==> config.mk <==
export PLATFORM = sky130hd
export DESIGN_NAME = instrDecoder
export DESIGN_NICKNAME = d
export VERILOG_FILES = /design/src/rtl/instrDecodePkg.sv /design/src/rtl/decodeClassBus.sv /design/src/rtl/instrDecoder.sv /design/src/rtl/immediateGen.sv /design/src/rtl/operandRouter.sv /design/src/rtl/opcodeClassifier.sv
export VERILOG_INCLUDE_DIRS = /design/src /design/src/rtl
export SDC_FILE = /design/constraint.sdc
export NUM_CORES = 1
export LEC_CHECK = 0
export ABC_AREA = 0
export BUFFER_PORTS_ARGS = -buffer_cell sky130_fd_sc_hd__buf_4
export CAP_MARGIN = 10
export CORE_UTILIZATION = 55
export CTS_BUF_LIST = sky130_fd_sc_hd__clkbuf_16
export DETAILED_ROUTE_END_ITERATION = 12
export PLACE_DENSITY = 0.93
export SETUP_SLACK_MARGIN = 0.5
export SLEW_MARGIN = 5
export SYNTH_ARGS = -nofsm -noshare
export SYNTH_HDL_FRONTEND = slang
export SYNTH_SLANG_ARGS = --single-unit
==> constraint.sdc <==
create_clock -name clock -period 2.9 [get_ports clock]
set_input_delay 0.145 -clock clock [delete_from_list [all_inputs] [get_ports clock]]
set_output_delay 0.145 -clock clock [all_outputs]
set_load 0.02 [all_outputs]
==> src/rtl/instrDecode_config.svh <==
//----------------------------
// decoder widths and fixed ids
// R0 field with no extension aliases DLR
//----------------------------
`ifndef INSTR_DECODE_CONFIG_SVH
`define INSTR_DECODE_CONFIG_SVH

`define ISTR_W   32
`define REG_ID_W 6
`define IMM_W    33

// ids outside the range that a register field can produce
`define GR_ZZR 6'h3D
`define GR_IMM 6'h3E
`define GR_DLR 6'h20
`define GR_PC  6'h22
`define GR_GBR 6'h23
`define GR_TBR 6'h24

`endif
==> src/rtl/instrDecodePkg.sv <==
//----------------------------
// decode enums, values fixed
// the testbench model relies on them
//----------------------------
`default_nettype none

package instrDecodePkg;

	// major micro-op, low 6 bits of idUCmd
	typedef enum logic [5:0] {
		UCMD_INVOP, UCMD_NOP, UCMD_MOV_RM, UCMD_MOV_MR,
		UCMD_LEA_MR, UCMD_ALU3, UCMD_ALUCMP, UCMD_MUL3,
		UCMD_CONV_RR, UCMD_SHAD3, UCMD_SHADQ3, UCMD_SHLD3,
		UCMD_SHLDQ3, UCMD_MOV_IR, UCMD_BRA, UCMD_BSR
	} uCmdT;

	typedef enum logic [4:0] {
		FMID_Z, FMID_INV, FMID_REGREG, FMID_REGIMMREG,
		FMID_LDREGDISPREG, FMID_REGSTREGDISP, FMID_LDDRREGREG, FMID_REGSTDRREG,
		FMID_IMM8REG, FMID_PCDISP8, FMID_IMM12Z, FMID_IMM12N
	} formT;

	// immediate extension and operand order
	typedef enum logic [3:0] {
		ITY_SB, ITY_SW, ITY_UB, ITY_UW, ITY_NB, ITY_NW, ITY_UQ, ITY_NQ
	} immTypeT;

	typedef enum logic [2:0] {
		BTY_SB, BTY_SW, BTY_SL, BTY_SQ, BTY_UB, BTY_UW, BTY_UL
	} accessT;

	typedef enum logic [1:0] {
		IXC_AL, IXC_CT, IXC_CF
	} condT;

	// quad variants of ALU ops sit 0x10 above the plain ones
	typedef enum logic [5:0] {
		UCIX_ALU_ADD = 6'h00, UCIX_ALU_SUB = 6'h01, UCIX_ALU_ADC = 6'h02,
		UCIX_ALU_SBB = 6'h03, UCIX_ALU_TST = 6'h04, UCIX_ALU_AND = 6'h05,
		UCIX_ALU_OR = 6'h06, UCIX_ALU_XOR = 6'h07, UCIX_ALU_ADDSL = 6'h08,
		UCIX_ALU_SUBSL = 6'h09, UCIX_ALU_CMPHS = 6'h0A, UCIX_ALU_CMPGE = 6'h0B,
		UCIX_ALU_CMPEQ = 6'h0C, UCIX_ALU_CMPHI = 6'h0D, UCIX_ALU_CMPGT = 6'h0E,
		UCIX_ALU_TSTQ = 6'h14, UCIX_ALU_ADDUL = 6'h18, UCIX_ALU_SUBUL = 6'h19,
		UCIX_ALU_CMPQHS = 6'h1A, UCIX_ALU_CMPQGE = 6'h1B, UCIX_ALU_CMPQEQ = 6'h1C,
		UCIX_ALU_CMPQHI = 6'h1D, UCIX_ALU_CMPQGT = 6'h1E,
		UCIX_MUL3_MUL3S = 6'h20, UCIX_MUL3_MULS = 6'h21, UCIX_MUL3_MULU = 6'h22,
		UCIX_CONV_MOV = 6'h30,
		UCIX_LDI_LDIX = 6'h38, UCIX_LDI_LDISH16 = 6'h39
	} uCmdIxT;

endpackage

`default_nettype wire

==> src/rtl/decodeClassBus.sv <==
//----------------------------
// combinational classification
//----------------------------
`timescale 1ns/1ps
`default_nettype none

interface decodeClassBus;
	instrDecodePkg::formT form;
	instrDecodePkg::immTypeT immType;
	instrDecodePkg::accessT access;
	instrDecodePkg::condT cond;
	// base register flags taken from the raw fields
	logic rmIsRz;
	logic rmIsR1;
	logic roIsR1;

	modport ctrl (
		output form, immType, access, cond, rmIsRz, rmIsR1, roIsR1
	);
	modport dp (
		input form, immType, access, cond, rmIsRz, rmIsR1, roIsR1
	);
endinterface

`default_nettype wire

==> src/rtl/instrDecoder.sv <==
//----------------------------
// one-stage decoder, no stall
//----------------------------
`timescale 1ns/1ps
`default_nettype none
`include "instrDecode_config.svh"

module instrDecoder (
	input wire clock,
	input wire rstN,
	input wire [`ISTR_W-1:0] istrWord,
	input wire istrValid,
	output logic idValid,
	output logic [`REG_ID_W-1:0] idRegN,
	output logic [`REG_ID_W-1:0] idRegM,
	output logic [`REG_ID_W-1:0] idRegO,
	output logic [`IMM_W-1:0] idImm,
	output logic [7:0] idUCmd,
	output logic [7:0] idUIxt
);

	decodeClassBus cls ();

	opcodeClassifier i_opcodeClassifier (
		.clock(clock),
		.rstN(rstN),
		.istrWord(istrWord),
		.istrValid(istrValid),
		.cls(cls.ctrl),
		.idValid(idValid),
		.idUCmd(idUCmd),
		.idUIxt(idUIxt)
	);

	operandRouter i_operandRouter (
		.clock(clock),
		.rstN(rstN),
		.istrWord(istrWord),
		.cls(cls.dp),
		.idRegN(idRegN),
		.idRegM(idRegM),
		.idRegO(idRegO)
	);

	immediateGen i_immediateGen (
		.clock(clock),
		.rstN(rstN),
		.istrWord(istrWord),
		.cls(cls.dp),
		.idImm(idImm)
	);

endmodule

`default_nettype wire

==> src/rtl/immediateGen.sv <==
//----------------------------
// fill widths assume IMM_W of 33
//----------------------------
`timescale 1ns/1ps
`default_nettype none
`include "instrDecode_config.svh"

module immediateGen (
	input wire clock,
	input wire rstN,
	input wire [`ISTR_W-1:0] istrWord,
	decodeClassBus.dp cls,
	output logic [`IMM_W-1:0] idImm
);

	// N types fill with ones and S types with the sign bit
	function automatic logic fillBit(input instrDecodePkg::immTypeT ity, input logic signBit);
		logic fill;
		case (ity)
			instrDecodePkg::ITY_NB, instrDecodePkg::ITY_NW, instrDecodePkg::ITY_NQ: fill = 1'b1;
			instrDecodePkg::ITY_SB, instrDecodePkg::ITY_SW: fill = signBit;
			default: fill = 1'b0;
		endcase
		return fill;
	endfunction

	logic [`IMM_W-1:0] imm17;
	logic [`IMM_W-1:0] imm10;
	logic [`IMM_W-1:0] imm16;
	logic [`IMM_W-1:0] disp20;
	logic [`IMM_W-1:0] const24;
	logic [`IMM_W-1:0] immNext;

	assign imm17 = {{24{fillBit(cls.immType, istrWord[24])}}, istrWord[24:16]};
	assign imm10 = {{23{fillBit(cls.immType, istrWord[25])}}, istrWord[25:16]};
	assign imm16 = {{17{fillBit(cls.immType, istrWord[31])}}, istrWord[31:16]};
	// branch displacement is always signed
	assign disp20 = {{13{istrWord[7]}}, istrWord[7:0], istrWord[27:16]};
	assign const24 = {{9{cls.form == instrDecodePkg::FMID_IMM12N}}, istrWord[7:0],
		istrWord[31:16]};

	always_comb begin
		case (cls.form)
			instrDecodePkg::FMID_REGREG: immNext = {{(`IMM_W-5){1'b0}}, istrWord[4:0]};
			instrDecodePkg::FMID_REGIMMREG, instrDecodePkg::FMID_LDREGDISPREG,
			instrDecodePkg::FMID_REGSTREGDISP: immNext = imm17;
			instrDecodePkg::FMID_IMM8REG: begin
				if (cls.immType == instrDecodePkg::ITY_UQ || cls.immType == instrDecodePkg::ITY_NQ)
					immNext = imm10;
				else
					immNext = imm16;
			end
			instrDecodePkg::FMID_PCDISP8: immNext = disp20;
			instrDecodePkg::FMID_IMM12Z, instrDecodePkg::FMID_IMM12N: immNext = const24;
			default: immNext = '0;
		endcase
	end

	always_ff @(posedge clock) begin
		if (!rstN)
			idImm <= '0;
		else
			idImm <= immNext;
	end

endmodule

`default_nettype wire

==> src/rtl/operandRouter.sv <==
//----------------------------
// register ids by operand form
//----------------------------
`timescale 1ns/1ps
`default_nettype none
`include "instrDecode_config.svh"

module operandRouter (
	input wire clock,
	input wire rstN,
	input wire [`ISTR_W-1:0] istrWord,
	decodeClassBus.dp cls,
	output logic [`REG_ID_W-1:0] idRegN,
	output logic [`REG_ID_W-1:0] idRegM,
	output logic [`REG_ID_W-1:0] idRegO
);

	// special flag marks R0, R1 and R15 style nibbles
	function automatic logic [`REG_ID_W-1:0] fieldId(input logic [3:0] nib, input logic ext);
		return {(nib[3:1] == 3'b000) || (nib == 4'hF), ext, nib};
	endfunction

	logic [`REG_ID_W-1:0] regN;
	logic [`REG_ID_W-1:0] regM;
	logic [`REG_ID_W-1:0] regO;
	logic [`REG_ID_W-1:0] regAlt;
	logic [`REG_ID_W-1:0] baseM;
	logic [`REG_ID_W-1:0] nextN;
	logic [`REG_ID_W-1:0] nextM;
	logic [`REG_ID_W-1:0] nextO;

	assign regN = fieldId(istrWord[7:4], istrWord[26]);
	assign regM = fieldId(istrWord[3:0], istrWord[25]);
	assign regO = fieldId(istrWord[23:20], istrWord[24]);
	// IMM8REG register in the low byte with bit 4 as extension
	assign regAlt = {regM[5], istrWord[4], istrWord[3:0]};
	// R1 base selects GBR and R0 base selects PC
	assign baseM = cls.rmIsRz ? (cls.rmIsR1 ? `GR_GBR : `GR_PC) : regM;

	always_comb begin
		nextN = `GR_ZZR;
		nextM = `GR_ZZR;
		nextO = `GR_ZZR;
		case (cls.form)
			instrDecodePkg::FMID_REGREG: begin
				nextN = regN;
				nextM = (cls.immType == instrDecodePkg::ITY_NB) ? regN : regM;
				if (cls.immType == instrDecodePkg::ITY_NB)
					nextO = regM;
				else if (cls.immType == instrDecodePkg::ITY_UB)
					nextO = regN;
				else
					nextO = regO;
			end
			instrDecodePkg::FMID_REGIMMREG: begin
				nextN = regN;
				nextM = regM;
				nextO = `GR_IMM;
			end
			instrDecodePkg::FMID_LDREGDISPREG, instrDecodePkg::FMID_REGSTREGDISP: begin
				nextN = regN;
				nextM = baseM;
				nextO = `GR_IMM;
			end
			instrDecodePkg::FMID_LDDRREGREG, instrDecodePkg::FMID_REGSTDRREG: begin
				nextN = regN;
				nextM = baseM;
				nextO = regO;
				// R1 index on a zero base picks the TBR or DLR pair
				if (cls.rmIsRz && cls.roIsR1) begin
					nextM = cls.rmIsR1 ? `GR_TBR : `GR_DLR;
					nextO = cls.rmIsR1 ? `GR_DLR : `GR_ZZR;
				end
			end
			instrDecodePkg::FMID_IMM8REG: begin
				case (cls.immType)
					instrDecodePkg::ITY_UQ, instrDecodePkg::ITY_NQ: begin
						nextN = regN;
						nextM = regN;
						nextO = `GR_IMM;
					end
					instrDecodePkg::ITY_SB, instrDecodePkg::ITY_UB: begin
						nextN = regAlt;
						nextM = regAlt;
						nextO = `GR_IMM;
					end
					default: begin
						nextN = regAlt;
						nextM = `GR_IMM;
						nextO = regAlt;
					end
				endcase
			end
			instrDecodePkg::FMID_PCDISP8: begin
				nextN = `GR_DLR;
				nextM = `GR_PC;
				nextO = `GR_IMM;
			end
			instrDecodePkg::FMID_IMM12Z, instrDecodePkg::FMID_IMM12N: begin
				nextN = `GR_DLR;
				nextM = `GR_DLR;
				nextO = `GR_IMM;
			end
			default: begin
			end
		endcase
	end

	always_ff @(posedge clock) begin
		if (!rstN) begin
			idRegN <= `GR_ZZR;
			idRegM <= `GR_ZZR;
			idRegO <= `GR_ZZR;
		end else begin
			idRegN <= nextN;
			idRegM <= nextM;
			idRegO <= nextO;
		end
	end

endmodule

`default_nettype wire

==> src/rtl/opcodeClassifier.sv <==
//----------------------------
// 32-bit forms only, no FPU ops
// outputs one cycle after the word
//----------------------------
`timescale 1ns/1ps
`default_nettype none
`include "instrDecode_config.svh"

module opcodeClassifier (
	input wire clock,
	input wire rstN,
	input wire [`ISTR_W-1:0] istrWord,
	input wire istrValid,
	decodeClassBus.ctrl cls,
	output logic idValid,
	output logic [7:0] idUCmd,
	output logic [7:0] idUIxt
);

	// load size per low opcode bits, the size-3 slot differs between blocks
	function automatic instrDecodePkg::accessT loadSize(input logic [1:0] sel,
			input logic q, input instrDecodePkg::accessT qSize3);
		instrDecodePkg::accessT size;
		case (sel)
			2'd0: size = q ? instrDecodePkg::BTY_UB : instrDecodePkg::BTY_SB;
			2'd1: size = q ? instrDecodePkg::BTY_UW : instrDecodePkg::BTY_SW;
			2'd2: size = q ? instrDecodePkg::BTY_UL : instrDecodePkg::BTY_SL;
			default: size = q ? qSize3 : instrDecodePkg::BTY_SQ;
		endcase
		return size;
	endfunction

	// low nibble of the compare sub-op for the F2 immediate compares
	function automatic logic [3:0] cmpOp(input logic [2:0] sel);
		logic [3:0] op;
		case (sel)
			3'd2: op = 4'h4;
			3'd3: op = 4'hA;
			3'd4: op = 4'hD;
			3'd5: op = 4'hB;
			3'd6: op = 4'hC;
			default: op = 4'hE;
		endcase
		return op;
	endfunction

	logic qBit;
	instrDecodePkg::uCmdT uCmd;
	instrDecodePkg::formT form;
	instrDecodePkg::immTypeT ity;
	instrDecodePkg::accessT bty;
	instrDecodePkg::condT cond;
	instrDecodePkg::uCmdIxT ix;
	logic [7:0] memIxt;
	logic [7:0] memIxtZ;
	logic [7:0] uIxtNext;

	assign qBit = istrWord[27];

	always_comb begin
		uCmd = instrDecodePkg::UCMD_INVOP;
		form = instrDecodePkg::FMID_INV;
		ity = instrDecodePkg::ITY_SB;
		bty = instrDecodePkg::BTY_SB;
		cond = instrDecodePkg::IXC_AL;
		ix = instrDecodePkg::UCIX_ALU_ADD;
		casez (istrWord[11:8])
			4'b0z00: begin
				// F0 block keyed by the top nibble and the low opcode nibble
				casez ({istrWord[31:28], istrWord[19:16]})
					8'b0000_01zz: begin
						uCmd = qBit ? instrDecodePkg::UCMD_LEA_MR : instrDecodePkg::UCMD_MOV_RM;
						form = qBit ? instrDecodePkg::FMID_LDDRREGREG :
							instrDecodePkg::FMID_REGSTDRREG;
						ity = instrDecodePkg::ITY_UB;
						bty = instrDecodePkg::accessT'({1'b0, istrWord[17:16]});
					end
					8'b0000_11zz: begin
						uCmd = instrDecodePkg::UCMD_MOV_MR;
						form = instrDecodePkg::FMID_LDDRREGREG;
						ity = instrDecodePkg::ITY_UB;
						bty = loadSize(istrWord[17:16], qBit, instrDecodePkg::BTY_SL);
					end
					8'h10, 8'h11, 8'h15, 8'h16, 8'h17: begin
						uCmd = instrDecodePkg::UCMD_ALU3;
						form = instrDecodePkg::FMID_REGREG;
						ix = instrDecodePkg::uCmdIxT'({3'b000, istrWord[18:16]});
					end
					8'h12: begin
						uCmd = instrDecodePkg::UCMD_MUL3;
						form = instrDecodePkg::FMID_REGREG;
						ix = instrDecodePkg::UCIX_MUL3_MUL3S;
					end
					8'h19: begin
						// 1ez9 group selected by the O nibble
						form = instrDecodePkg::FMID_REGREG;
						ity = instrDecodePkg::ITY_NB;
						case (istrWord[23:20])
							4'h0, 4'h1, 4'h2, 4'h3, 4'h5, 4'h6, 4'h7: begin
								uCmd = instrDecodePkg::UCMD_ALU3;
								ix = instrDecodePkg::uCmdIxT'({3'b000, istrWord[22:20]});
							end
							4'h4, 4'hC, 4'hD, 4'hE: begin
								uCmd = instrDecodePkg::UCMD_ALUCMP;
								ix = instrDecodePkg::uCmdIxT'({1'b0, qBit, istrWord[23:20]});
							end
							4'h8: begin
								uCmd = instrDecodePkg::UCMD_CONV_RR;
								ity = instrDecodePkg::ITY_SB;
								ix = instrDecodePkg::UCIX_CONV_MOV;
							end
							4'h9: begin
								uCmd = instrDecodePkg::UCMD_MUL3;
								ix = instrDecodePkg::UCIX_MUL3_MULS;
							end
							4'hF: begin
								uCmd = instrDecodePkg::UCMD_MUL3;
								ix = instrDecodePkg::UCIX_MUL3_MULU;
							end
							default: begin
								form = instrDecodePkg::FMID_INV;
							end
						endcase
					end
					8'h54: begin
						uCmd = qBit ? instrDecodePkg::UCMD_SHADQ3 : instrDecodePkg::UCMD_SHAD3;
						form = instrDecodePkg::FMID_REGREG;
					end
					8'h55: begin
						uCmd = qBit ? instrDecodePkg::UCMD_SHLDQ3 : instrDecodePkg::UCMD_SHLD3;
						form = instrDecodePkg::FMID_REGREG;
					end
					8'h5C, 8'h5D: begin
						uCmd = instrDecodePkg::UCMD_ALU3;
						form = instrDecodePkg::FMID_REGREG;
						ix = instrDecodePkg::uCmdIxT'({1'b0, qBit, 3'b100, istrWord[16]});
					end
					8'b11zz_zzzz: begin
						// Cddd BRA, Dddd BSR, Eddd BT, Fddd BF
						uCmd = (istrWord[29:28] == 2'b01) ? instrDecodePkg::UCMD_BSR :
							instrDecodePkg::UCMD_BRA;
						form = instrDecodePkg::FMID_PCDISP8;
						ity = instrDecodePkg::ITY_SW;
						bty = instrDecodePkg::BTY_SW;
						if (istrWord[29:28] == 2'b10)
							cond = instrDecodePkg::IXC_CT;
						else if (istrWord[29:28] == 2'b11)
							cond = instrDecodePkg::IXC_CF;
					end
					default: begin
						form = instrDecodePkg::FMID_INV;
					end
				endcase
			end
			4'b0z01: begin
				// F1 displacement loads and stores
				ity = instrDecodePkg::ITY_SW;
				casez (istrWord[31:28])
					4'b00zz: begin
						uCmd = qBit ? instrDecodePkg::UCMD_LEA_MR : instrDecodePkg::UCMD_MOV_RM;
						form = qBit ? instrDecodePkg::FMID_LDREGDISPREG :
							instrDecodePkg::FMID_REGSTREGDISP;
						bty = instrDecodePkg::accessT'({1'b0, istrWord[29:28]});
					end
					4'b10zz: begin
						uCmd = instrDecodePkg::UCMD_MOV_MR;
						form = instrDecodePkg::FMID_LDREGDISPREG;
						bty = loadSize(istrWord[29:28], qBit, instrDecodePkg::BTY_UL);
					end
					default: begin
						form = instrDecodePkg::FMID_INV;
					end
				endcase
			end
			4'b0z10: begin
				// F2 immediate ALU, shift and compare
				form = instrDecodePkg::FMID_REGIMMREG;
				ity = instrDecodePkg::ITY_UW;
				case (istrWord[31:28])
					4'h0, 4'h1, 4'h5, 4'h6, 4'h7: begin
						uCmd = instrDecodePkg::UCMD_ALU3;
						if (istrWord[31:28] == 4'h1)
							ity = instrDecodePkg::ITY_NW;
						else
							ix = instrDecodePkg::uCmdIxT'({3'b000, istrWord[30:28]});
					end
					4'h2: begin
						uCmd = instrDecodePkg::UCMD_MUL3;
						ix = instrDecodePkg::UCIX_MUL3_MUL3S;
					end
					4'h3, 4'h4: begin
						uCmd = instrDecodePkg::UCMD_ALU3;
						ix = instrDecodePkg::uCmdIxT'({1'b0, qBit, 4'h8});
						if (istrWord[31:28] == 4'h4)
							ity = instrDecodePkg::ITY_NW;
					end
					4'h8: uCmd = qBit ? instrDecodePkg::UCMD_SHADQ3 : instrDecodePkg::UCMD_SHAD3;
					4'h9: uCmd = qBit ? instrDecodePkg::UCMD_SHLDQ3 : instrDecodePkg::UCMD_SHLD3;
					4'hC: begin
						form = instrDecodePkg::FMID_IMM8REG;
						ity = istrWord[0] ? instrDecodePkg::ITY_NQ : instrDecodePkg::ITY_UQ;
						if (istrWord[3:1] == 3'b000) begin
							uCmd = instrDecodePkg::UCMD_MOV_IR;
						end else if (istrWord[3:1] == 3'b001) begin
							form = instrDecodePkg::FMID_INV;
						end else begin
							uCmd = instrDecodePkg::UCMD_ALUCMP;
							ix = instrDecodePkg::uCmdIxT'({1'b0, qBit, cmpOp(istrWord[3:1])});
						end
					end
					default: begin
						form = instrDecodePkg::FMID_INV;
					end
				endcase
			end
			4'b100z: begin
				// F8 16-bit immediate, op in bits 7:5
				form = instrDecodePkg::FMID_IMM8REG;
				uCmd = instrDecodePkg::UCMD_MOV_IR;
				ix = instrDecodePkg::UCIX_LDI_LDIX;
				case (istrWord[7:5])
					3'b000: ity = instrDecodePkg::ITY_UW;
					3'b001: ity = instrDecodePkg::ITY_NW;
					3'b010: begin
						uCmd = instrDecodePkg::UCMD_ALU3;
						ix = instrDecodePkg::UCIX_ALU_ADD;
					end
					3'b011: begin
						ity = instrDecodePkg::ITY_UB;
						ix = instrDecodePkg::UCIX_LDI_LDISH16;
					end
					default: begin
						uCmd = instrDecodePkg::UCMD_INVOP;
						form = instrDecodePkg::FMID_INV;
					end
				endcase
			end
			4'hA, 4'hB: begin
				uCmd = instrDecodePkg::UCMD_MOV_IR;
				form = istrWord[8] ? instrDecodePkg::FMID_IMM12N : instrDecodePkg::FMID_IMM12Z;
				ix = instrDecodePkg::UCIX_LDI_LDIX;
			end
			default: begin
				form = instrDecodePkg::FMID_INV;
			end
		endcase
	end

	// words outside the F prefix carry no operands
	assign cls.form = (istrWord[15:13] != 3'b111) ? instrDecodePkg::FMID_Z : form;
	assign cls.immType = ity;
	assign cls.access = bty;
	assign cls.cond = cond;
	assign cls.rmIsRz = ({istrWord[25], istrWord[3:1]} == 4'b0000);
	assign cls.rmIsR1 = cls.rmIsRz && istrWord[0];
	assign cls.roIsR1 = ({istrWord[24], istrWord[23:21]} == 4'b0000) && istrWord[20];

	assign memIxt = {cls.cond, cls.access[1:0], 1'b1, cls.access};
	// zero-base variant drops the low size bits
	assign memIxtZ = {cls.cond, cls.access[1:0], 1'b1, cls.access[2], 2'b00};

	always_comb begin
		case (cls.form)
			instrDecodePkg::FMID_Z, instrDecodePkg::FMID_INV: uIxtNext = '0;
			instrDecodePkg::FMID_PCDISP8: uIxtNext = memIxt;
			instrDecodePkg::FMID_LDREGDISPREG, instrDecodePkg::FMID_REGSTREGDISP,
			instrDecodePkg::FMID_LDDRREGREG, instrDecodePkg::FMID_REGSTDRREG:
				uIxtNext = cls.rmIsRz ? memIxtZ : memIxt;
			default: uIxtNext = {cls.cond, ix};
		endcase
	end

	always_ff @(posedge clock) begin
		if (!rstN) begin
			idValid <= 1'b0;
			idUCmd <= {instrDecodePkg::IXC_AL, instrDecodePkg::UCMD_NOP};
			idUIxt <= '0;
		end else begin
			idValid <= istrValid;
			idUCmd <= {cls.cond, uCmd};
			idUIxt <= uIxtNext;
		end
	end

endmodule

`default_nettype wire

==> results of run 1 <==
[worst max-delay path by stage]
stage / startpoint / to / slack [ns] / cells past startpoint
2_1_floorplan: istrWord[17] / i_immediateGen.idImm[22]$_SDFF_PN0_ / 0.63 / 10
3_3_place_gp: istrWord[8] / i_immediateGen.idImm[12]$_SDFF_PN0_ / 0.21 / 8
3_5_place_dp: istrWord[8] / i_immediateGen.idImm[21]$_SDFF_PN0_ / 0.15 / 8
4_1_cts: istrWord[31] / i_immediateGen.idImm[2]$_SDFF_PN0_ / 0.52 / 8
5_1_grt: istrWord[30] / i_operandRouter.idRegN[0]$_SDFF_PN1_ / 0.49 / 10
6_report: istrWord[30] / i_operandRouter.idRegN[3]$_SDFF_PN1_ / 0.57 / 10
[per-layer routing]
metal  vias up  part of all wire, %  wire [um]  track usage, %
met4         0                  6.1        930            23.1
met1      2282                   35       5410            48.2
li1       2201                    -          -               -
met2       410                   46       7060            62.9
met3        90                   12       1860            5.94
met5         -                    0          0               0
[power groups by stage]
| stage | clock (mW) | combinational [mW] | sequential, mW |
|---|---|---|---|
| 3_5_place_dp | 0 | 0.379 | 0.825 |
| 4_1_cts | 1.12 | 0.382 | 0.808 |
| 3_3_place_gp | 0 | 0.374 | 0.825 |
| 5_1_grt | 1.16 | 0.423 | 0.809 |
| 2_1_floorplan | 0 | 0.228 | 0.836 |
| 6_report | 1.12 | 0.404 | 0.808 |
[synth_stat cells (all sizes together), types with 6 or more instances]
cell type and number:
a211o 7, a21oi 45, a22oi 11, a31oi 16
a32oi 6, and2 9, and3 7, buf 32
clkbuf 23, dfxtp 58, inv 9, nand2 39
nand2b 12, nand3 22, nor2 39, nor2b 11
nor3 15, o2111ai 6, o211ai 7, o21a 8
o21ai 32, o22ai 6, o311ai 6
[layout make-up]
type,count,area (um2),area share (%)
clock buffer,9,225,4.11
clock inverter,7,86.3,1.58
inverter,10,37.5,0.685
multi-input combinational,405,2750,50.1
sequential,58,1160,21.2
tap,99,124,2.26
timing repair buffer,143,1100,20.1
[state kept, by name, summed over array words and instances (netlist names)]
register,flops
i_opcodeClassifier.idValid,1
i_operandRouter.idRegO,6
i_operandRouter.idRegN,6
i_opcodeClassifier.idUIxt,8
i_opcodeClassifier.idUCmd,6
i_immediateGen.idImm,25
i_operandRouter.idRegM,6
[critical path, cell delays in order]
cell and delay, ns:
sky130_fd_sc_hd__buf_4 0.20, sky130_fd_sc_hd__buf_4 0.21, sky130_fd_sc_hd__or3b_2 0.49, sky130_fd_sc_hd__a211oi_1 0.36
sky130_fd_sc_hd__a211o_1 0.19, sky130_fd_sc_hd__nand2b_1 0.17, sky130_fd_sc_hd__buf_4 0.21, sky130_fd_sc_hd__o211ai_1 0.32
sky130_fd_sc_hd__buf_4 0.18, sky130_fd_sc_hd__a221o_1 0.12
[repair_timing]
item	CTS	global route
endpoints found under the setup margin	4	36
pin swaps	1	1
buffers inserted	1	1
gates resized for setup	0	8
[stage by stage]
stage / hold slack, ns / util [%] / area [um2]
final: 0.0312 / 74.7 / 5480
after global placement: 0.355 / 69.8 / 5110
after CTS: 0.0307 / 74.3 / 5450
after detailed placement: 0.367 / 69.8 / 5110
after floorplan: 0.254 / - / 4230
after global routing: 0.0436 / 74.7 / 5480
[cells by family (layout without fill, tap and decap cells)]
family | count (synthesis) | in the layout | synth area share [%]
other cells | 1 | 2 | 0.0887
buf+inv | 65 | 169 | 8.23
simple gates | 195 | 195 | 26.9
flops | 58 | 58 | 27.5
xor+xnor | 2 | 2 | 0.415
mux | 5 | 5 | 1.21
compound gates | 200 | 200 | 35.4
fa+ha+maj | 1 | 1 | 0.237
==> metrics.json, run 1 <==
{
  "status": {
    "run_status": "finished, final reports clean"
  },
  "flow_run": {
    "drv_cap": 0
  },
  "floorplanning": {
    "std_cell_rows": 31,
    "die_height_um": 89.7,
    "die_w_um": 89.7,
    "design.die.area_um2": 8040,
    "initial_core_util_pct": 57.7,
    "ioPinCount": 103,
    "coreArea_um2": 7330
  },
  "min_path": {
    "min-delay-start": "istrValid",
    "worst_hold_endpoint": "i_opcodeClassifier.idValid$_SDFF_PN0_",
    "holdPathStages": 2,
    "min_path_type": "in -> reg"
  },
  "critical_path": {
    "worst-setup-path-type": "in -> reg",
    "cp-start-kind": "input port",
    "critical_path_fanouts_max": 24,
    "worst_setup_path_end_kind": "register",
    "worstPathRequired_ns": 3.17,
    "cp.arrival_ns": 2.59
  },
  "final_layout": {
    "antennaDiodeCount": 0,
    "area.growth.synth_to_final_pct": 29.6,
    "most_used_cells_in_the_layout_excluding_fill_and_tap_cells": "sky130_fd_sc_hd__buf_4 (141), sky130_fd_sc_hd__dfxtp_1 (58), sky130_fd_sc_hd__nand2_1 (39), sky130_fd_sc_hd__nor2_1 (37), sky130_fd_sc_hd__a21oi_1 (34)",
    "final_cell_count_no_fill": 731,
    "layout-drive-gt1-share_pct": 31.6,
    "mostFrequentLayoutCell": "sky130_fd_sc_hd__buf_4",
    "design.final.nets": 662,
    "fillers": 539
  },
  "synthesis": {
    "synth_top_area_share_pct": 27.5,
    "yosysUniqueCellTypes": 85,
    "dominantRegCellSynth": "sky130_fd_sc_hd__dfxtp_1",
    "number_of_enable_flip_flop_cells_after_synthesis": 0,
    "synthArstFlopShare_pct": 0,
    "synth_area_um2": 4230,
    "synthTopCellsByArea": "sky130_fd_sc_hd__dfxtp_1 (27%), sky130_fd_sc_hd__a21oi_1 (4.0%), sky130_fd_sc_hd__nand2_1 (3.5%), sky130_fd_sc_hd__o21ai_0 (3.3%), sky130_fd_sc_hd__nor2_1 (3.3%)",
    "synth.yosys.warnings": 0,
    "sequential_fraction_of_the_synthesis_area_pct": 27.5,
    "synthDominantAreaCellType": "sky130_fd_sc_hd__dfxtp_1",
    "post_syn_area_per_cell_um2": 8.02,
    "syn_inst": 527,
    "yosys_register_bits": 58
  },
  "place": {
    "placed_cells_incl_taps": 713,
    "gp_routability_congestion": 0.982,
    "portBuffers": 99,
    "detailedPlace.worstSlack_ns": 0.146,
    "dp_hpwl_um": 11100
  },
  "sta": {
    "min_period_over_period_pct": 80.2,
    "final-max-slew-violation-count": 0,
    "fin_setup_tns_ns": 0,
    "grt_setup_unrepaired": "false",
    "upper_clock_frequency_limit_mhz": 430,
    "setup_viol": 0,
    "final_critical_path_setup_slack_ns": 0.574,
    "worst_slew_margin_relative_to_its_limit_pct": 48.2,
    "tightestPinTransition_ns": 0.772,
    "timing.final.hold_violations": 0,
    "fin_crit_ns": 2.33
  },
  "power": {
    "report.power.total_mw": 2.33,
    "switching_share_pct": 27.2,
    "p_comb_share_pct": 17.3,
    "internal-power_mw": 1.69,
    "max-vdd-ir-drop_v": 0.000319,
    "cellLeakagePower_nw": 2.14,
    "p_seq_share_pct": 34.7,
    "share_clk_of_total_power_pct": 47.9,
    "total_switching_power_mw": 0.633,
    "power.density_nw_per_um2": 425
  },
  "global_route": {
    "grt_max_degree": 25,
    "grt_use_total_pct": 38.6,
    "overflow": 0,
    "antenna_found_initial": 0,
    "grt_first_pass_wirelength_um": 23100,
    "first_global_vias": 4392
  },
  "routing": {
    "detail_route.iter0.violations": 575,
    "wirelength_um": 15300,
    "route.antenna.remaining_nets": 0,
    "vias": 4983,
    "vias_per_cell": 6.82,
    "drt-wirelength-per-cell_um": 20.9,
    "route.detailed.drc": 0,
    "drt-pass1-iter-count": 6
  },
  "cts": {
    "holdBufCountCts": 0,
    "cts_buffer_count": 9,
    "cts-root-buf": "sky130_fd_sc_hd__clkbuf_16",
    "clock_input_transition_at_the_sequential_cells_of_the_worst_setup_and_hold_paths_ns": 0.05,
    "numClockSinks": 58,
    "ctsLongestPathBuffers": 2,
    "ctsHtreeMaxLevel": 3,
    "tritoncts": "done"
  }
}
No activity file was read; power rests on OpenSTA's default activity.
==> inputs of run 2 (changes only) <==
Clock period 2.9 ns to 2.2 ns, I/O delays scaled along.
==> metrics.json, run 2 <==
{
  "floorplanning": {
    "ioPinCount": {"value": 103, "change": "unchanged"},
    "initial_core_util": {"value": 57.7, "unit": "%", "change": "unchanged"},
    "die_height": {"value": 89.7, "unit": "um", "change": "unchanged"},
    "std_cell_rows": {"value": 31, "change": "unchanged"},
    "die_w": {"value": 89.7, "unit": "um", "change": "unchanged"}
  },
  "synthesis": {
    "sequential_fraction_of_the_synthesis_area": {"value": 27.5, "unit": "%", "change": "unchanged"},
    "synthArstFlopShare": {"value": 0, "unit": "%", "change": "unchanged"},
    "synthDominantAreaCellType": "sky130_fd_sc_hd__dfxtp_1",
    "synth_area": {"value": 4230, "unit": "um2", "change": "unchanged"},
    "yosys_register_bits": {"value": 58, "change": "unchanged"},
    "synth_top_area_share": {"value": 27.5, "unit": "%", "change": "unchanged"},
    "dominantRegCellSynth": "sky130_fd_sc_hd__dfxtp_1",
    "number_of_enable_flip_flop_cells_after_synthesis": {"value": 0, "change": "unchanged"},
    "synth.yosys.warnings": {"value": 0, "change": "unchanged"},
    "yosysUniqueCellTypes": {"value": 85, "change": "unchanged"},
    "netlist_top_cells_count": "sky130_fd_sc_hd__dfxtp_1 (58), sky130_fd_sc_hd__nand2_1 (39), sky130_fd_sc_hd__nor2_1 (37)",
    "synth.most_common_cell": "sky130_fd_sc_hd__dfxtp_1",
    "post_syn_area_per_cell": {"value": 8.02, "unit": "um2", "change": "unchanged"},
    "syn_inst": {"value": 527, "change": "unchanged"},
    "synthTopCellsByArea": "sky130_fd_sc_hd__dfxtp_1 (27%), sky130_fd_sc_hd__a21oi_1 (4.0%), sky130_fd_sc_hd__nand2_1 (3.5%), sky130_fd_sc_hd__o21ai_0 (3.3%), sky130_fd_sc_hd__nor2_1 (3.3%)"
  },
  "place": {
    "placement.cell_area": {"value": 5800, "unit": "um2", "change": "+13%"},
    "gp_routability_congestion": {"value": 1.10, "change": "+12%"},
    "detailedPlace.worstSlack": {"value": -0.365, "unit": "ns", "change": "-0.511 ns"},
    "portBuffers": {"value": 99, "change": "unchanged"},
    "dp_hpwl": {"value": 12400, "unit": "um", "change": "+11%"}
  },
  "status": {
    "tool.error": "[ERROR GRT-0116] Global routing finished with congestion. Check the congestion regions in the DRC Viewer.",
    "failing_step": "5_1_grt",
    "run_status": "did not finish"
  },
  "cts": {
    "cts-root-buf": "sky130_fd_sc_hd__clkbuf_16",
    "cts_buffer_count": {"value": 9, "change": "unchanged"},
    "ctsLongestPathBuffers": {"value": 2, "change": "unchanged"},
    "ctsHtreeMaxLevel": {"value": 3, "change": "unchanged"},
    "numClockSinks": {"value": 58, "change": "unchanged"}
  },
  "global_route": {
    "overflow": 10,
    "grt_first_pass_wirelength_um": 40800,
    "first_global_vias": 6814,
    "grt_use_total_pct": 69.3,
    "grt_max_degree": 19
  }
}
run 2: cell counts after synthesis:
Identical to the previous run, type by type.
run 2: kinds of logic after synthesis:
group / synth area share (%)
compound gates: 35.4
xor+xnor: 0.415
fa+ha+maj: 0.237
buf+inv: 8.23
flops: 27.5
mux: 1.21
other cells: 0.0887
simple gates: 26.9
run 2: per-stage QoR:
step	hold WS, ns	utilization (%)	std cells
after detailed placement	0.325	79.1	796
after global placement	0.321	79.1	796
after floorplan	0.219	-	528
after CTS	0.0478	88.7	827
run 2: timing repair:
item	4_1_cts
setup endpoints to repair	53
gates cloned	1
buffers inserted	13
pin swaps	29
gates resized for setup	60
hold buffers	1
endpoints found under the hold margin	1
run 2: metal layers:
metal	global-route usage, %	GRT overflow
met5	28.6	0
met3	56.9	0
met1	71.1	0
met4	62.0	6
met2	84.2	4
==> inputs of run 3 (changes only) <==
Settings changed: CORE_UTILIZATION 55 to 40, CTS_BUF_LIST sky130_fd_sc_hd__clkbuf_16 to default, PLACE_DENSITY 0.93 to default, PLACE_DENSITY_LB_ADDON from default to 0.15, SETUP_SLACK_MARGIN 0.5 to default.
==> metrics.json, run 3 (synthesized netlist as in run 1, its figures left out) <==
{
  "status": {
    "run_status": "finished, final reports clean"
  },
  "sta": {
    "timing.final.hold_violations": 0,
    "worst_slew_margin_relative_to_its_limit_pct": 63.0,
    "fin_crit_ns": 2.13,
    "fin_setup_tns_ns": 0,
    "final.hold.worst_slack_ns": 0.0283,
    "tightestPinTransition_ns": 0.555,
    "setup_viol": 0,
    "upper_clock_frequency_limit_mhz": 470,
    "final-max-slew-violation-count": 0,
    "min_period_over_period_pct": 96.6
  },
  "critical_path": {
    "worst_setup_path_end_kind": "register",
    "worst-setup-path-type": "in -> reg",
    "cp.arrival_ns": 2.37,
    "cp-start-kind": "input port",
    "worstPathRequired_ns": 2.44,
    "critical_path_fanouts_max": 6
  },
  "floorplanning": {
    "ioPinCount": {"value": 103, "change": "unchanged"},
    "die_w": {"value": 105, "unit": "um", "change": "+17%"},
    "design.die.area_um2": 11000,
    "die_height": {"value": 105, "unit": "um", "change": "+17%"},
    "initial_core_util": {"value": 41.1, "unit": "%", "change": "-17 points"},
    "coreArea_um2": 10300,
    "std_cell_rows": {"value": 37, "change": "+19%"}
  },
  "routing": {
    "drt-wirelength-per-cell_um": 19.6,
    "detail_route.iter0.violations": 321,
    "route.detailed.drc": 0,
    "route.antenna.remaining_nets": 0,
    "vias": 5102,
    "vias_per_cell": 5.87,
    "wirelength_um": 17000,
    "drt-pass1-iter-count": 5
  },
  "cts": {
    "ctsLongestPathBuffers": {"value": 2, "change": "unchanged"},
    "cts_buffer_count": {"value": 9, "change": "unchanged"},
    "cts-root-buf": "sky130_fd_sc_hd__clkbuf_8",
    "clock_input_transition_at_the_sequential_cells_of_the_worst_setup_and_hold_paths_ns": 0.06,
    "numClockSinks": {"value": 58, "change": "unchanged"},
    "tritoncts": "done",
    "ctsHtreeMaxLevel": {"value": 3, "change": "unchanged"}
  },
  "min_path": {
    "min_path_type": "in -> reg",
    "worst_hold_endpoint": "i_operandRouter.idRegM[4]$_SDFF_PN1_",
    "holdPathStages": 3,
    "min-delay-start": "istrWord[25]"
  },
  "power": {
    "report.power.total_mw": 2.63,
    "power.density_nw_per_um2": 426,
    "cellLeakagePower_nw": 2.57,
    "max-vdd-ir-drop_v": 0.000245
  },
  "flow_run": {
    "drv_cap": 0
  },
  "global_route": {
    "antenna_found_initial": 0,
    "grt_use_total_pct": 31.1,
    "first_global_vias": 4969,
    "grt_first_pass_wirelength_um": 26300,
    "overflow": 0,
    "grt_max_degree": 20
  },
  "final_layout": {
    "regArea_um2": 1160,
    "mostFrequentLayoutCell": "sky130_fd_sc_hd__buf_4",
    "fillers": 979,
    "final_cell_count_no_fill": 869,
    "finalInstanceArea_um2": 6180,
    "area.growth.synth_to_final_pct": 46.3,
    "multi_input_comb_area_um2": 2760,
    "layout-drive-gt1-share_pct": 41.1,
    "largest_reg_flops": 25,
    "design.final.nets": 765,
    "antennaDiodeCount": 0,
    "top_regs": "i_immediateGen.idImm (25), i_opcodeClassifier.idUIxt (8)",
    "most_used_cells_in_the_layout_excluding_fill_and_tap_cells": "sky130_fd_sc_hd__buf_4 (243), sky130_fd_sc_hd__dfxtp_1 (58), sky130_fd_sc_hd__nand2_1 (39), sky130_fd_sc_hd__nor2_1 (37), sky130_fd_sc_hd__a21oi_1 (33)",
    "max_flop_register": "i_immediateGen.idImm"
  },
  "place": {
    "placement.cell_area": {"value": 5940, "unit": "um2", "change": "+2.5%"},
    "placed_cells_incl_taps": {"value": 852, "change": "+7.0%"},
    "gp_routability_congestion": {"value": 0.972, "change": "-12%"},
    "portBuffers": {"value": 99, "change": "unchanged"},
    "dp_hpwl": {"value": 13200, "unit": "um", "change": "+6.2%"}
  }
}
==> run 3: how the worst max path moves through the flow <==
| stage | cells after the start | slack (ns) | end | startpoint |
|---|---|---|---|---|
| after detailed placement | 11 | -0.31 | i_immediateGen.idImm[10]$_SDFF_PN0_ | istrWord[29] |
| after floorplan | 9 | -0.02 | i_immediateGen.idImm[22]$_SDFF_PN0_ | istrWord[31] |
| after global placement | 10 | -0.30 | i_operandRouter.idRegO[5]$_SDFF_PN1_ | istrWord[29] |
| after CTS | 11 | 0.05 | i_immediateGen.idImm[11]$_SDFF_PN0_ | istrWord[29] |
| final | 10 | 0.07 | i_immediateGen.idImm[10]$_SDFF_PN0_ | istrWord[29] |
| after global routing | 9 | -0.009 | i_immediateGen.idImm[20]$_SDFF_PN0_ | istrWord[29] |
==> run 3: critical path, cell delays in order <==
cell,delay [ns]
sky130_fd_sc_hd__buf_4,0.11
sky130_fd_sc_hd__or3b_1,0.39
sky130_fd_sc_hd__a31o_1,0.24
sky130_fd_sc_hd__o311a_4,0.39
sky130_fd_sc_hd__or3b_1,0.44
sky130_fd_sc_hd__buf_4,0.19
sky130_fd_sc_hd__o21ai_1,0.14
sky130_fd_sc_hd__buf_4,0.14
sky130_fd_sc_hd__o2bb2ai_1,0.13
sky130_fd_sc_hd__a21oi_2,0.07
==> run 3: final cells by class <==
cell class	count	area share, %
clock buffers	12	2.67
clock inverters	2	0.202
inverters	10	0.607
multi-input cells	405	44.7
flip-flops and latches	58	18.8
well taps	136	2.75
repair buffers	246	30.3
==> run 3: what timing repair did <==
action                     CTS  global route
hold endpoints to repair     1             0
setup endpoints to repair    0            39
resized for setup            0             7
setup buffers                0             2
hold buffers                 1             0
==> run 3: layer usage <==
| layer | vias to the layer above | GRT usage, % | wire (um) |
|---|---|---|---|
| met1 | 2412 | 38.2 | 6980 |
| met3 | 64 | 4.43 | 1140 |
| met2 | 233 | 52.4 | 8130 |
| met5 | - | 0 | 0 |
| met4 | 0 | 16.8 | 763 |
| li1 | 2393 | - | - |
==> run 3: per-stage QoR <==
step,utilization (%),setup WS (ns)
after floorplan,-,-0.0208
after global placement,57.8,-0.300
after detailed placement,57.8,-0.312
after CTS,59.7,0.0474
after global routing,60.2,-0.00896
final,60.2,0.0743
==> run 3: report_power, final <==
group	internal [mW]	switching (mW)
Clock	0.486	0.424
Combinational	0.286	0.370
Sequential	1.06	0.00276
==> inputs of run 4 (changes only) <==
Settings changed: CELL_PAD_IN_SITES_DETAIL_PLACEMENT from default to 1, CELL_PAD_IN_SITES_GLOBAL_PLACEMENT from default to 1.
==> metrics.json, run 4 (synthesized netlist as in run 1, its figures left out) <==
{
  "sta": {
    "fin_crit": {"value": 2.20, "unit": "ns", "change": "+0.0781 ns"},
    "tightestPinTransition": {"value": 0.703, "unit": "ns", "change": "+0.148 ns"},
    "upper_clock_frequency_limit": {"value": 454, "unit": "MHz", "change": "-3.5%"},
    "worst_slew_margin_relative_to_its_limit": {"value": 53.1, "unit": "%", "change": "-9.8 points"},
    "final_critical_path_setup_slack": {"value": -0.00379, "unit": "ns", "change": "-0.0781 ns"},
    "final-max-slew-violation-count": {"value": 0, "change": "unchanged"},
    "fin_setup_tns": {"value": -0.00379, "unit": "ns", "change": "-0.00379 ns"},
    "min_period_over_period": {"value": 100, "unit": "%", "change": "+3.5 points"},
    "timing.final.hold_violations": {"value": 0, "change": "unchanged"},
    "setup_viol": {"value": 1, "change": "+1"},
    "final.hold.worst_slack": {"value": 0.0264, "unit": "ns", "change": "-0.00196 ns"}
  },
  "final_layout": {
    "mostFrequentLayoutCell": "sky130_fd_sc_hd__buf_4",
    "fillers": {"value": 1251, "change": "+28%"},
    "design.final.nets": {"value": 778, "change": "+1.7%"},
    "layout-drive-gt1-share": {"value": 42.8, "unit": "%", "change": "+1.7 points"},
    "final_cell_count_no_fill": {"value": 884, "change": "+1.7%"},
    "antennaDiodeCount": {"value": 0, "change": "unchanged"},
    "top_regs": "i_immediateGen.idImm (25), i_opcodeClassifier.idUIxt (8)",
    "max_flop_register": "i_immediateGen.idImm",
    "regArea": {"value": 1160, "unit": "um2", "change": "unchanged"},
    "largest_reg_flops": {"value": 25, "change": "unchanged"},
    "area.growth.synth_to_final_pct": 52.0,
    "most_used_cells_in_the_layout_excluding_fill_and_tap_cells": "sky130_fd_sc_hd__buf_4 (251), sky130_fd_sc_hd__dfxtp_1 (58), sky130_fd_sc_hd__nand2_1 (39), sky130_fd_sc_hd__nor2_1 (37), sky130_fd_sc_hd__a21oi_1 (32)",
    "multi_input_comb_area": {"value": 2780, "unit": "um2", "change": "+0.54%"}
  },
  "critical_path": {
    "critical_path.most_common_cell": "sky130_fd_sc_hd__buf_4",
    "cp-start-kind": "input port",
    "timing.critical_path.cells": "buf_4, or3b_1, a31o_4, o311a_4, nor3_1, and2_2, o21ai_0, buf_4, a31oi_1",
    "worst_setup_path_end_kind": "register",
    "worst_path_max_delay_cell": "sky130_fd_sc_hd__or3b_1",
    "critical_path_fanouts_max": {"value": 5, "change": "-1"},
    "cp.arrival": {"value": 2.49, "unit": "ns", "change": "+0.12 ns"},
    "worstPathRequired": {"value": 2.48, "unit": "ns", "change": "+0.04 ns"},
    "cp_slowest_stage_delay": {"value": 0.42, "unit": "ns", "change": "-0.02 ns"},
    "worst-setup-path-type": "in -> reg"
  },
  "routing": {
    "wirelength": {"value": 21700, "unit": "um", "change": "+27%"},
    "route.antenna.remaining_nets": {"value": 0, "change": "unchanged"},
    "drt-wirelength-per-cell": {"value": 24.5, "unit": "um", "change": "+25%"},
    "drt-pass1-iter-count": {"value": 5, "change": "unchanged"},
    "route.detailed.drc": {"value": 0, "change": "unchanged"},
    "detail_route.iter0.violations": {"value": 519, "change": "+62%"},
    "vias": {"value": 5546, "change": "+8.7%"},
    "vias_per_cell": {"value": 6.27, "change": "+6.9%"}
  },
  "power": {
    "max-vdd-ir-drop": {"value": 0.000362, "unit": "V", "change": "+48%"},
    "report.power.total": {"value": 3.04, "unit": "mW", "change": "+15%"},
    "cellLeakagePower": {"value": 2.69, "unit": "nW", "change": "+4.9%"},
    "power.density": {"value": 473, "unit": "nW/um2", "change": "+11%"}
  },
  "floorplanning": {
    "ioPinCount": {"value": 103, "change": "unchanged"},
    "die_w": {"value": 105, "unit": "um", "change": "unchanged"},
    "coreArea": {"value": 10300, "unit": "um2", "change": "unchanged"},
    "die_height": {"value": 105, "unit": "um", "change": "unchanged"},
    "std_cell_rows": {"value": 37, "change": "unchanged"},
    "initial_core_util": {"value": 41.1, "unit": "%", "change": "unchanged"},
    "design.die.area": {"value": 11000, "unit": "um2", "change": "unchanged"}
  },
  "cts": {
    "ctsLongestPathBuffers": {"value": 2, "change": "unchanged"},
    "clock_input_transition_at_the_sequential_cells_of_the_worst_setup_and_hold_paths": {"value": 0.07, "unit": "ns", "change": "about the same"},
    "tritoncts": "done",
    "cts_buffer_count": {"value": 9, "change": "unchanged"},
    "numClockSinks": {"value": 58, "change": "unchanged"},
    "cts-root-buf": "sky130_fd_sc_hd__clkbuf_8",
    "ctsHtreeMaxLevel": {"value": 3, "change": "unchanged"},
    "post_cts_setup_inserts": {"value": 0, "change": "unchanged"}
  },
  "place": {
    "gp_routability_congestion": {"value": 0.980, "change": "+0.78%"},
    "portBuffers": {"value": 99, "change": "unchanged"},
    "placed_cells_incl_taps": {"value": 867, "change": "+1.8%"},
    "detailedPlace.worstSlack": {"value": -0.365, "unit": "ns", "change": "-0.0534 ns"},
    "dp_hpwl": {"value": 16400, "unit": "um", "change": "+24%"}
  },
  "min_path": {
    "min-delay-start": "istrWord[25]",
    "worst_hold_endpoint": "i_operandRouter.idRegM[4]$_SDFF_PN1_",
    "holdPathStages": {"value": 3, "change": "unchanged"},
    "min_path_type": "in -> reg"
  },
  "status": {
    "run_status": "complete, but fails checks",
    "failed_checks": "negative setup slack"
  },
  "global_route": {
    "grt_max_degree": {"value": 17, "change": "-15%"},
    "first_global_vias": {"value": 5676, "change": "+14%"},
    "global_route.usage.met2": {"value": 62.8, "unit": "%", "change": "+10 points"},
    "groute.layer.met1.usage": {"value": 51.0, "unit": "%", "change": "+13 points"},
    "overflow": {"value": 0, "change": "unchanged"},
    "grt_use_total": {"value": 38.9, "unit": "%", "change": "+7.8 points"},
    "antenna_found_initial": {"value": 1, "change": "+1"},
    "grt_use_met3": {"value": 8.86, "unit": "%", "change": "+4.4 points"},
    "busiest_layer": "met2",
    "grt_first_pass_wirelength": {"value": 32500, "unit": "um", "change": "+24%"}
  },
  "flow_run": {
    "drv_cap": {"value": 0, "change": "unchanged"}
  }
}
run 4: cell types whose count changed in the layout (fill, tap and decap cells not counted), moves of 2 or more:
| cell | before | now |
|---|---|---|
| sky130_fd_sc_hd__buf_4 | 243 | 251 |
| sky130_fd_sc_hd__clkbuf_1 | 0 | 2 |
| sky130_fd_sc_hd__o21ai_1 | 4 | 6 |
| sky130_fd_sc_hd__bufinv_16 | 0 | 3 |
| sky130_fd_sc_hd__a31oi_1 | 16 | 14 |
| sky130_fd_sc_hd__a31oi_2 | 0 | 2 |
| sky130_fd_sc_hd__buf_12 | 2 | 7 |
| sky130_fd_sc_hd__clkbuf_8 | 12 | 10 |
run 4: worst max path at each step:
stage | startpoint | endpoint | depth (start not counted)
floorplan | istrWord[31] | i_immediateGen.idImm[22]$_SDFF_PN0_ | 9
global placement | istrWord[29] | i_immediateGen.idImm[0]$_SDFF_PN0_ | 9
detailed placement | istrWord[29] | i_immediateGen.idImm[22]$_SDFF_PN0_ | 9
CTS | istrWord[29] | i_immediateGen.idImm[10]$_SDFF_PN0_ | 8
global route | istrWord[29] | i_immediateGen.idImm[12]$_SDFF_PN0_ | 9
finish | istrWord[29] | i_immediateGen.idImm[12]$_SDFF_PN0_ | 9
run 4: repair_timing:
item,4_1_cts,5_1_grt
setup endpoints to repair,0,29
resized for setup,0,13
endpoints found under the hold margin,1,0
hold buffers,1,0
run 4: final cells by class:
class                           count  share of cell area, %
Sequential cell                    58                   18.1
Multi-Input combinational cell    405                   43.2
Timing Repair Buffer              259                   31.7
Clock inverter                      4                   1.54
Tap cell                          136                   2.65
Clock buffer                       12                   2.26
Inverter                           10                  0.584
run 4: per-stage QoR:
| stage | utilization, % | instance area [um2] |
|---|---|---|
| after floorplan | - | 4260 |
| after global placement | 59.7 | 6130 |
| after detailed placement | 59.7 | 6130 |
| after CTS | 62.1 | 6380 |
| after global routing | 62.5 | 6420 |
| final | 62.5 | 6420 |
run 4: critical path, delay by kind of cell:
| kind | cells | cell delay, ns |
|---|---|---|
| AOI/OAI and AO/OA | 4 | 0.95 |
| buffers and inverters | 2 | 0.29 |
| and+or+nand+nor | 3 | 1.15 |
run 4: routing by layer:
layer,wire (um),part of all wire (%),up-vias
met3,2180,10,61
met2,9840,45,333
met1,8950,41,2721
met4,663,3.1,2
met5,9,0.042,-
li1,-,-,2429
run 4: report_power, final:
group	internal, mW	switching (mW)
registers	1.06	0.00336
clock network	0.787	0.480
logic	0.298	0.408
total	2.15	0.891
